[src/rtl/decodePkg.sv]
package decodePkg;

	localparam int dataWidth = 32;
	localparam int regAddrWidth = 5;
	localparam logic [25:0] eretLow = 26'h200_0018; // co bit plus funct 0x18

	typedef enum logic [5:0] {
		OP_SPECIAL = 6'h00, OP_REGIMM = 6'h01, OP_J = 6'h02, OP_JAL = 6'h03,
		OP_BEQ = 6'h04, OP_BNE = 6'h05, OP_BLEZ = 6'h06, OP_BGTZ = 6'h07,
		OP_ADDI = 6'h08, OP_ADDIU = 6'h09, OP_SLTI = 6'h0a, OP_SLTIU = 6'h0b,
		OP_ANDI = 6'h0c, OP_ORI = 6'h0d, OP_XORI = 6'h0e, OP_LUI = 6'h0f,
		OP_COP0 = 6'h10,
		OP_LB = 6'h20, OP_LH = 6'h21, OP_LW = 6'h23, OP_LBU = 6'h24, OP_LHU = 6'h25,
		OP_SB = 6'h28, OP_SH = 6'h29, OP_SW = 6'h2b
	} opcodeE;

	typedef enum logic [5:0] {
		FN_SLL = 6'h00, FN_SRL = 6'h02, FN_SRA = 6'h03,
		FN_SLLV = 6'h04, FN_SRLV = 6'h06, FN_SRAV = 6'h07,
		FN_JR = 6'h08, FN_JALR = 6'h09, FN_SYSCALL = 6'h0c, FN_BREAK = 6'h0d,
		FN_MFHI = 6'h10, FN_MTHI = 6'h11, FN_MFLO = 6'h12, FN_MTLO = 6'h13,
		FN_MULT = 6'h18, FN_MULTU = 6'h19, FN_DIV = 6'h1a, FN_DIVU = 6'h1b,
		FN_ADD = 6'h20, FN_ADDU = 6'h21, FN_SUB = 6'h22, FN_SUBU = 6'h23,
		FN_AND = 6'h24, FN_OR = 6'h25, FN_XOR = 6'h26, FN_NOR = 6'h27,
		FN_SLT = 6'h2a, FN_SLTU = 6'h2b
	} functE;

	// rt field of REGIMM
	typedef enum logic [regAddrWidth-1:0] {
		RI_BLTZ = 5'h00, RI_BGEZ = 5'h01, RI_BLTZAL = 5'h10, RI_BGEZAL = 5'h11
	} regimmE;

	// rs field of COP0
	typedef enum logic [regAddrWidth-1:0] {
		C0_MF = 5'h00, C0_MT = 5'h04, C0_CO = 5'h10
	} cop0E;

	typedef enum logic [3:0] {
		CL_R_TYPE, CL_ADD_IMM, CL_ADDU_IMM, CL_SLT_IMM, CL_SLTU_IMM, CL_AND_IMM,
		CL_OR_IMM, CL_XOR_IMM, CL_LUI, CL_MEM, CL_CP0, CL_NONE
	} aluClassE;

	typedef enum logic [4:0] {
		ALU_ADD, ALU_ADDU, ALU_SUB, ALU_SUBU, ALU_AND, ALU_OR, ALU_XOR, ALU_NOR,
		ALU_SLT, ALU_SLTU, ALU_SLL, ALU_SRL, ALU_SRA, ALU_LUI,
		ALU_MULT, ALU_MULTU, ALU_DIV, ALU_DIVU, ALU_PASS, ALU_NOP
	} aluOpE;

	typedef enum logic [2:0] {
		BR_NONE, BR_EQ, BR_NE, BR_LEZ, BR_GTZ, BR_LTZ, BR_GEZ
	} branchE;

	typedef enum logic [1:0] {DST_RD, DST_RT, DST_RA} regDstE;

	// listed in priority order after none
	typedef enum logic [2:0] {
		EXC_NONE, EXC_SYSCALL, EXC_BREAK, EXC_ERET, EXC_RESERVED
	} excE;

	typedef struct packed {
		logic regWrite;
		regDstE regDst;
		logic aluSrcImm;
		logic signExt;
		logic memRead;
		logic memWrite;
		logic memToReg;
		logic hiloWrite;
		logic hiloToReg;
		logic cp0Write;
		logic cp0ToReg;
		logic isMfc0;
		branchE branch;
		aluClassE aluClass;
	} ctrlT;

	typedef struct packed {
		logic [dataWidth-1:0] instr;
		logic [dataWidth-1:0] pc;
	} fetchT;

	typedef struct packed {
		logic syscall;
		logic brk;
		logic eret;
		logic reserved;
	} trapT;

	typedef struct packed {
		logic [dataWidth-1:0] pc;
		logic [dataWidth-1:0] instr;
		ctrlT ctrl;
		aluOpE aluOp;
		excE exc;
	} decodedT;

endpackage
[src/rtl/decodeStage.sv]
`timescale 1ns/1ps

module decodeStage import decodePkg::*; (
	input  logic clk,
	input  logic reset,
	input  logic flush,

	input  logic inValid,
	input  fetchT inFetch,
	output logic inReady,

	output logic outValid,
	output decodedT outDecoded,
	input  logic outReady
);

	logic bufValid;
	fetchT bufFetch;
	logic regReady;
	ctrlT ctrl;
	trapT trap;
	aluOpE aluOp;

	fetchBuffer i_fetch (
		.clk(clk),
		.reset(reset),
		.flush(flush),
		.inValid(inValid),
		.inFetch(inFetch),
		.inReady(inReady),
		.bufValid(bufValid),
		.bufFetch(bufFetch),
		.regReady(regReady)
	);

	mainDecoder i_main (
		.instr(bufFetch.instr),
		.ctrl(ctrl),
		.trap(trap)
	);

	// funct field straight from the buffered word
	aluDecoder i_alu (
		.aluClass(ctrl.aluClass),
		.funct(functE'(bufFetch.instr[5:0])),
		.aluOp(aluOp)
	);

	decodeRegister i_out (
		.clk(clk),
		.reset(reset),
		.flush(flush),
		.bufValid(bufValid),
		.bufFetch(bufFetch),
		.ctrl(ctrl),
		.aluOp(aluOp),
		.trap(trap),
		.regReady(regReady),
		.outValid(outValid),
		.outDecoded(outDecoded),
		.outReady(outReady)
	);

endmodule

[src/rtl/decodeRegister.sv]
`timescale 1ns/1ps

module decodeRegister import decodePkg::*; (
	input  logic clk,
	input  logic reset,
	input  logic flush,

	input  logic bufValid,
	input  fetchT bufFetch,
	input  ctrlT ctrl,
	input  aluOpE aluOp,
	input  trapT trap,
	output logic regReady,

	output logic outValid,
	output decodedT outDecoded,
	input  logic outReady
);

	excE exc;
	decodedT nextDecoded;

	assign regReady = outReady || !outValid;

	always_comb begin
		if (trap.syscall) begin
			exc = EXC_SYSCALL;
		end else if (trap.brk) begin
			exc = EXC_BREAK;
		end else if (trap.eret) begin
			exc = EXC_ERET;
		end else if (trap.reserved) begin
			exc = EXC_RESERVED;
		end else begin
			exc = EXC_NONE;
		end

		nextDecoded.pc = bufFetch.pc;
		nextDecoded.instr = bufFetch.instr;
		nextDecoded.ctrl = ctrl;
		nextDecoded.aluOp = aluOp;
		nextDecoded.exc = exc;
		// a trapping instruction must not touch architectural state
		if (exc != EXC_NONE) begin
			nextDecoded.ctrl.regWrite = 1'b0;
			nextDecoded.ctrl.memWrite = 1'b0;
			nextDecoded.ctrl.hiloWrite = 1'b0;
			nextDecoded.ctrl.cp0Write = 1'b0;
		end
	end

	always_ff @(posedge clk) begin
		if (reset || flush) begin
			outValid <= 1'b0;
		end else if (regReady) begin
			outValid <= bufValid;
		end
	end

	always_ff @(posedge clk) begin
		if (bufValid && regReady) begin
			outDecoded <= nextDecoded; // held while stalled
		end
	end

endmodule

[src/rtl/aluDecoder.sv]
`timescale 1ns/1ps

module aluDecoder import decodePkg::*; (
	input  aluClassE aluClass,
	input  functE funct,
	output aluOpE aluOp
);

	always_comb begin
		aluOp = ALU_NOP;
		case (aluClass)
			CL_R_TYPE: begin
				case (funct)
					FN_ADD: aluOp = ALU_ADD;
					FN_ADDU: aluOp = ALU_ADDU;
					FN_SUB: aluOp = ALU_SUB;
					FN_SUBU: aluOp = ALU_SUBU;
					FN_AND: aluOp = ALU_AND;
					FN_OR: aluOp = ALU_OR;
					FN_XOR: aluOp = ALU_XOR;
					FN_NOR: aluOp = ALU_NOR;
					FN_SLT: aluOp = ALU_SLT;
					FN_SLTU: aluOp = ALU_SLTU;
					FN_SLL, FN_SLLV: aluOp = ALU_SLL; // shamt or rs picks the amount
					FN_SRL, FN_SRLV: aluOp = ALU_SRL;
					FN_SRA, FN_SRAV: aluOp = ALU_SRA;
					FN_MULT: aluOp = ALU_MULT;
					FN_MULTU: aluOp = ALU_MULTU;
					FN_DIV: aluOp = ALU_DIV;
					FN_DIVU: aluOp = ALU_DIVU;
					default: aluOp = ALU_NOP;
				endcase
			end
			CL_ADD_IMM: aluOp = ALU_ADD;
			CL_ADDU_IMM: aluOp = ALU_ADDU;
			CL_SLT_IMM: aluOp = ALU_SLT;
			CL_SLTU_IMM: aluOp = ALU_SLTU;
			CL_AND_IMM: aluOp = ALU_AND;
			CL_OR_IMM: aluOp = ALU_OR;
			CL_XOR_IMM: aluOp = ALU_XOR;
			CL_LUI: aluOp = ALU_LUI;
			CL_MEM: aluOp = ALU_ADDU; // base plus offset
			CL_CP0: aluOp = ALU_PASS;
			default: aluOp = ALU_NOP;
		endcase
	end

endmodule

[src/rtl/mainDecoder.sv]
`timescale 1ns/1ps

module mainDecoder import decodePkg::*; (
	input  logic [dataWidth-1:0] instr,
	output ctrlT ctrl,
	output trapT trap
);

	opcodeE op;
	cop0E rs;
	regimmE rt;
	functE funct;

	assign op = opcodeE'(instr[31:26]);
	assign rs = cop0E'(instr[25:21]);
	assign rt = regimmE'(instr[20:16]);
	assign funct = functE'(instr[5:0]);

	always_comb begin
		ctrl = '0;
		ctrl.aluClass = CL_NONE;
		ctrl.signExt = !(op inside {OP_ANDI, OP_ORI, OP_XORI, OP_LUI});
		trap = '0;

		case (op)
			OP_SPECIAL: begin
				ctrl.aluClass = CL_R_TYPE;
				case (funct)
					FN_ADD, FN_ADDU, FN_SUB, FN_SUBU, FN_AND, FN_OR, FN_XOR, FN_NOR,
					FN_SLT, FN_SLTU, FN_SLL, FN_SRL, FN_SRA,
					FN_SLLV, FN_SRLV, FN_SRAV: begin
						ctrl.regWrite = 1'b1;
					end
					FN_MFHI, FN_MFLO: begin
						ctrl.regWrite = 1'b1;
						ctrl.hiloToReg = 1'b1;
					end
					FN_MULT, FN_MULTU, FN_DIV, FN_DIVU, FN_MTHI, FN_MTLO: begin
						ctrl.hiloWrite = 1'b1;
					end
					FN_JR: ctrl.regWrite = 1'b0; // jump only
					FN_JALR: begin
						ctrl.regWrite = 1'b1;
						ctrl.regDst = DST_RA;
					end
					FN_SYSCALL: trap.syscall = 1'b1;
					FN_BREAK: trap.brk = 1'b1;
					default: begin
						trap.reserved = 1'b1;
						ctrl.aluClass = CL_NONE;
					end
				endcase
			end

			OP_ADDI, OP_ADDIU, OP_SLTI, OP_SLTIU, OP_ANDI, OP_ORI, OP_XORI, OP_LUI: begin
				ctrl.regWrite = 1'b1;
				ctrl.regDst = DST_RT;
				ctrl.aluSrcImm = 1'b1;
				case (op)
					OP_ADDI: ctrl.aluClass = CL_ADD_IMM;
					OP_ADDIU: ctrl.aluClass = CL_ADDU_IMM;
					OP_SLTI: ctrl.aluClass = CL_SLT_IMM;
					OP_SLTIU: ctrl.aluClass = CL_SLTU_IMM;
					OP_ANDI: ctrl.aluClass = CL_AND_IMM;
					OP_ORI: ctrl.aluClass = CL_OR_IMM;
					OP_XORI: ctrl.aluClass = CL_XOR_IMM;
					default: ctrl.aluClass = CL_LUI;
				endcase
			end

			OP_LB, OP_LH, OP_LW, OP_LBU, OP_LHU: begin
				ctrl.regWrite = 1'b1;
				ctrl.regDst = DST_RT;
				ctrl.aluSrcImm = 1'b1;
				ctrl.memRead = 1'b1;
				ctrl.memToReg = 1'b1;
				ctrl.aluClass = CL_MEM;
			end
			OP_SB, OP_SH, OP_SW: begin
				ctrl.aluSrcImm = 1'b1;
				ctrl.memWrite = 1'b1;
				ctrl.aluClass = CL_MEM; // address add
			end

			OP_BEQ: ctrl.branch = BR_EQ;
			OP_BNE: ctrl.branch = BR_NE;
			OP_BLEZ: ctrl.branch = BR_LEZ;
			OP_BGTZ: ctrl.branch = BR_GTZ;
			OP_REGIMM: begin
				case (rt)
					RI_BLTZ: ctrl.branch = BR_LTZ;
					RI_BGEZ: ctrl.branch = BR_GEZ;
					RI_BLTZAL, RI_BGEZAL: begin
						ctrl.branch = (rt == RI_BLTZAL) ? BR_LTZ : BR_GEZ;
						ctrl.regWrite = 1'b1;
						ctrl.regDst = DST_RA;
					end
					default: trap.reserved = 1'b1;
				endcase
			end

			OP_J: ctrl.regWrite = 1'b0;
			OP_JAL: begin
				ctrl.regWrite = 1'b1;
				ctrl.regDst = DST_RA; // link to r31
			end

			OP_COP0: begin
				case (rs)
					C0_MF: begin
						ctrl.regWrite = 1'b1;
						ctrl.regDst = DST_RT;
						ctrl.cp0ToReg = 1'b1;
						ctrl.isMfc0 = 1'b1;
						ctrl.aluClass = CL_CP0;
					end
					C0_MT: begin
						ctrl.cp0Write = 1'b1;
						ctrl.aluClass = CL_CP0;
					end
					C0_CO: begin
						// only eret is implemented among the co forms
						if (instr[25:0] == eretLow) begin
							trap.eret = 1'b1;
						end else begin
							trap.reserved = 1'b1;
						end
					end
					default: trap.reserved = 1'b1;
				endcase
			end

			default: trap.reserved = 1'b1;
		endcase
	end

endmodule

[src/rtl/fetchBuffer.sv]
`timescale 1ns/1ps

module fetchBuffer import decodePkg::*; (
	input  logic clk,
	input  logic reset,
	input  logic flush,

	input  logic inValid,
	input  fetchT inFetch,
	output logic inReady,

	output logic bufValid,
	output fetchT bufFetch,
	input  logic regReady
);

	logic load;

	// slot is free when empty or handed on this cycle
	assign inReady = regReady || !bufValid;
	assign load = inValid && inReady;

	always_ff @(posedge clk) begin
		if (reset || flush) begin
			bufValid <= 1'b0;
		end else if (inReady) begin
			bufValid <= inValid; // refill or go empty
		end
	end

	always_ff @(posedge clk) begin
		if (load) begin
			bufFetch <= inFetch;
		end
	end

endmodule

[config.mk]
export PLATFORM = sky130hd
export DESIGN_NAME = decodeStage
export DESIGN_NICKNAME = d
export VERILOG_FILES = /design/src/rtl/decodePkg.sv /design/src/rtl/decodeStage.sv /design/src/rtl/decodeRegister.sv /design/src/rtl/aluDecoder.sv /design/src/rtl/mainDecoder.sv /design/src/rtl/fetchBuffer.sv
export SDC_FILE = /design/constraint.sdc
export NUM_CORES = 1
export LEC_CHECK = 0
export BUFFER_PORTS_ARGS = -buffer_cell sky130_fd_sc_hd__buf_2
export CAP_MARGIN = 0
export CORE_ASPECT_RATIO = 0.8
export CORE_MARGIN = 2
export CORE_UTILIZATION = 45
export CTS_CLUSTER_SIZE = 14
export DETAILED_ROUTE_END_ITERATION = 12
export GPL_TIMING_DRIVEN = 0
export PLACE_DENSITY = 0.72
export SETUP_SLACK_MARGIN = 0.2
export SYNTH_ARGS = -nofsm -noshare
export SYNTH_HDL_FRONTEND = slang
export SYNTH_SLANG_ARGS = --single-unit
[constraint.sdc]
create_clock -name clk -period 20.6 [get_ports clk]
set_input_delay 2.06 -clock clk [delete_from_list [all_inputs] [get_ports clk]]
set_output_delay 2.06 -clock clk [all_outputs]
set_load 0.01 [all_outputs]
==> flow_metrics.env <==
export IMPL_worst_setup_path_type="in -> out"
export IMPL_grt_overflow=0
export IMPL_p_sw_frac=0.2171
export IMPL_clkPwrFrac=0.423
export IMPL_holdPathEnd="i_out.outDecoded[75]"
export IMPL_ys_types=63
export IMPL_async_flop_share=0
export IMPL_grt_setup_unrepaired="false"
export IMPL_yosysSeqAreaShare=0.7968
export IMPL_p_sw_mw=0.1586
export IMPL_critical_path_top_delay_family="simple AND/OR/NAND/NOR gates"
export IMPL_holdPathStages=0
export IMPL_synth_ff_type="edfxtp_1"
export IMPL_p_int_mw=0.5719
export IMPL_dieArea_sq_um=14230
export IMPL_avgSynthCellArea_sq_um=16.80
export IMPL_clk_transition_reported_paths_ns=0.06
export IMPL_p_leak_nw=2.949
export IMPL_worstMarginPinSlew_ns=0.8494
export IMPL_crit_top_cell="buf_2"
export IMPL_period_needed_ns=4.766
export IMPL_critPathMaxFanout=5
export IMPL_syn_instance_count=356
export IMPL_grt_use_total=0.1784
export IMPL_cp_num_buf_inv=3
export IMPL_timing_setup_tns_ns=0
export IMPL_setup_viol=0
export IMPL_hp_class="reg -> reg"
export IMPL_grt_pass1_wl_um=18770
export IMPL_synth_cell_area_sq_um=5979
export IMPL_initial_core_util=0.4629
export IMPL_cts_setup_buffers=0
export IMPL_finClkSkew_ns=0.01089
export IMPL_drv_slew=0
export IMPL_post_route_cells_drive_above_1_share=0.3989
export IMPL_p_seq_frac=0.519
export IMPL_start_kind="input port"
export IMPL_antenna_left=0
export IMPL_p_comb_frac=0.058
export IMPL_utilization=0.5960
export IMPL_path_cells="buf_2 > and3b_4 > inv_4 > buf_2"
export IMPL_p_per_area_nw_per_um2=94.89
export IMPL_antenna_found_initial=0
export IMPL_port_buffer_count=162
export IMPL_met2WireLength_um=5562
export IMPL_clockBufferDepth=2
export IMPL_wl_um=12020
export IMPL_wl_per_cell_um=16.49
export IMPL_wirelength_met1_um=5343
export IMPL_vias=3623
export IMPL_cts_buffers=17
export IMPL_slowest_delay_ns=0.34
export IMPL_required_ns=18.54
export IMPL_dieWidth_um=132.9
export IMPL_drc=0
export IMPL_viasPerCell=4.970
export IMPL_synth_edff_count=154
export IMPL_ys_ff_latch=161
export IMPL_grt_max_degree=43
export IMPL_post_dp_hpwl_um=8690
export IMPL_syn_to_final_growth_pct=28.75
export IMPL_arrival_ns=2.71
export IMPL_die_h_um=107.1
export IMPL_crit_slowest_cell="and3b_4"
export IMPL_reg2reg_from="i_out.outValid"
export IMPL_coreArea_sq_um=12920
export IMPL_n_antenna_cell=0
export IMPL_cts_tree="built"
export IMPL_fin_crit_sh=0.2313
export IMPL_dr_pass1_iters=5
export IMPL_ir_drop_mv=0.06082
export IMPL_insertion_delay_ns=0.43
export IMPL_synth_nets=429
export IMPL_end_kind="output pin"
export IMPL_yosysWarnings=0
export IMPL_timing_fmax_ghz=0.2098
export IMPL_nFillCells=1030
export IMPL_root_buffer="clkbuf_16"
export IMPL_ios=163
export IMPL_rrSetupSlack_ns=18.04
export IMPL_topRoutingLayerUsed="met4"
export IMPL_grt_pass1_vias=3524
export IMPL_cts_htree_levels=4
export IMPL_finalHoldViolCount=0
export IMPL_r2r_cells=11
export IMPL_seqCellArea_sq_um=4765
export IMPL_drtIter0Drc=227
export IMPL_fin_ws_ns=15.83
export IMPL_hold_start="i_fetch.bufFetch[15]"
export IMPL_rows=37
export IMPL_cts_resized=0
export IMPL_max_cap_violations=0
export IMPL_place_ws_ns=15.83
export IMPL_gp_congestion=0.8622
export IMPL_multi_input_area_sq_um=1111
export IMPL_max_slew_margin=0.4294
export IMPL_met3_length_um=833
export IMPL_cts_hold_buffers=0
export IMPL_clock_sinks=161
export IMPL_nNetsFinal=614
export IMPL_status="finished, final reports clean"
## worst max-delay path by stage
| stage | from | endpoint | slack, ns | depth (start not counted) |
|---|---|---|---|---|
| after floorplan | outReady | i_out.outDecoded[0] | 11.31 | 2 |
| after global placement | outReady | i_out.outDecoded[54] | 8.81 | 3 |
| after detailed placement | outReady | inReady | 15.83 | 4 |
| after CTS | outReady | inReady | 15.84 | 4 |
| after global routing | outReady | inReady | 15.81 | 4 |
| final | outReady | inReady | 15.83 | 4 |
## stage by stage
| step | hold slack [ns] | instance area [sq um] | total power, mW | cells |
|---|---|---|---|---|
| floorplan | 0.4003 | 5979 | 0.4097 | 356 |
| global placement | 0.4002 | 7009 | 0.4274 | 693 |
| detailed placement | 0.4045 | 7116 | 0.4288 | 697 |
| CTS | 0.4194 | 7699 | 0.7360 | 729 |
| global route | 0.4239 | 7699 | 0.7552 | 729 |
| finish | 0.4169 | 7699 | 0.7305 | 729 |
## power by group through the flow
stage                     Clock [mW]  Combinational [mW]  Sequential (mW)
final                          0.309              0.0424            0.379
after global routing           0.327              0.0470            0.381
after CTS                      0.314              0.0426            0.380
after detailed placement           0              0.0424            0.386
after global placement             0              0.0391            0.388
after floorplan                    0              0.0208            0.389
## flip-flops by register name, summed over array words and instances, names as in the netlist, named ones only
| signal | flops |
|---|---|
| i_fetch.bufFetch | 64 |
| i_out.outDecoded | 90 |
| i_out.outValid | 1 |
| i_fetch.bufValid | 1 |
## cell families (layout without fill, tap and decap cells)
| family | after synthesis | count (layout) | share of synthesized area |
|---|---|---|---|
| adder cells (fa/ha/maj) | 4 | 4 | 0.008370 |
| flip-flops | 161 | 161 | 0.7968 |
| multiplexers | 3 | 3 | 0.007741 |
| XOR/XNOR | 2 | 2 | 0.002930 |
| AO/OA/AOI/OAI | 55 | 55 | 0.06110 |
| buffers and inverters | 26 | 224 | 0.01925 |
| AND/OR/NAND/NOR | 105 | 105 | 0.1038 |
## area by class of cell
type	count	area share
Clock inverter	14	0.01999
Multi-Input combinational cell	169	0.1443
Tap cell	175	0.02844
Clock buffer	18	0.05575
Timing Repair Buffer	166	0.1177
Inverter	13	0.006663
Sequential cell	161	0.6189
Buffer	13	0.008289
## layer usage
layer,vias up,track usage
met1,1714,0.2415
met4,0,0.09601
met3,22,0.04397
li1,1739,-
met2,148,0.2683
met5,-,0
## placed cells by master, fill, tap and decap left out, drive strengths merged, types with 3 or more instances in the layout
| cell type | synthesis | final |
|---|---|---|
| nand2 | 24 | 24 |
| nor4 | 9 | 9 |
| nand2b | 11 | 11 |
| a21oi | 20 | 20 |
| clkbuf | 7 | 25 |
| or3 | 4 | 4 |
| o21ai | 10 | 10 |
| and2 | 3 | 3 |
| mux2i | 3 | 3 |
| clkinv | 0 | 6 |
| edfxtp | 154 | 154 |
| inv | 13 | 19 |
| dfxtp | 7 | 7 |
| nand3 | 9 | 9 |
| buf | 6 | 172 |
| nor2 | 13 | 13 |
| nor3 | 10 | 10 |
| nor2b | 6 | 6 |
| nor3b | 4 | 4 |
| ha | 4 | 4 |
## Yosys cell counts, types with 6 or more instances
cell type / instances / area share
a21oi_1: 19 / 0.016
clkbuf_1: 7 / 0.0044
dfxtp_1: 7 / 0.023
edfxtp_1: 154 / 0.77
inv_1: 11 / 0.0069
nand2_1: 22 / 0.014
nand2b_1: 11 / 0.012
nand3_1: 9 / 0.0075
nor2_1: 13 / 0.0082
nor2b_1: 6 / 0.0063
nor3_1: 9 / 0.0075
nor4_1: 6 / 0.0063
o21ai_0: 9 / 0.0075
## worst register-to-register path, delay by kind of cell, from the launching register on
family                     cells  cell delay, ns
buffers and inverters          4            0.73
AOI/OAI and AO/OA              3            0.52
adders and majority gates      1            0.30
DFF                            1            0.47
and+or+nand+nor                3            0.47
(Power assumes the default switching activity.)
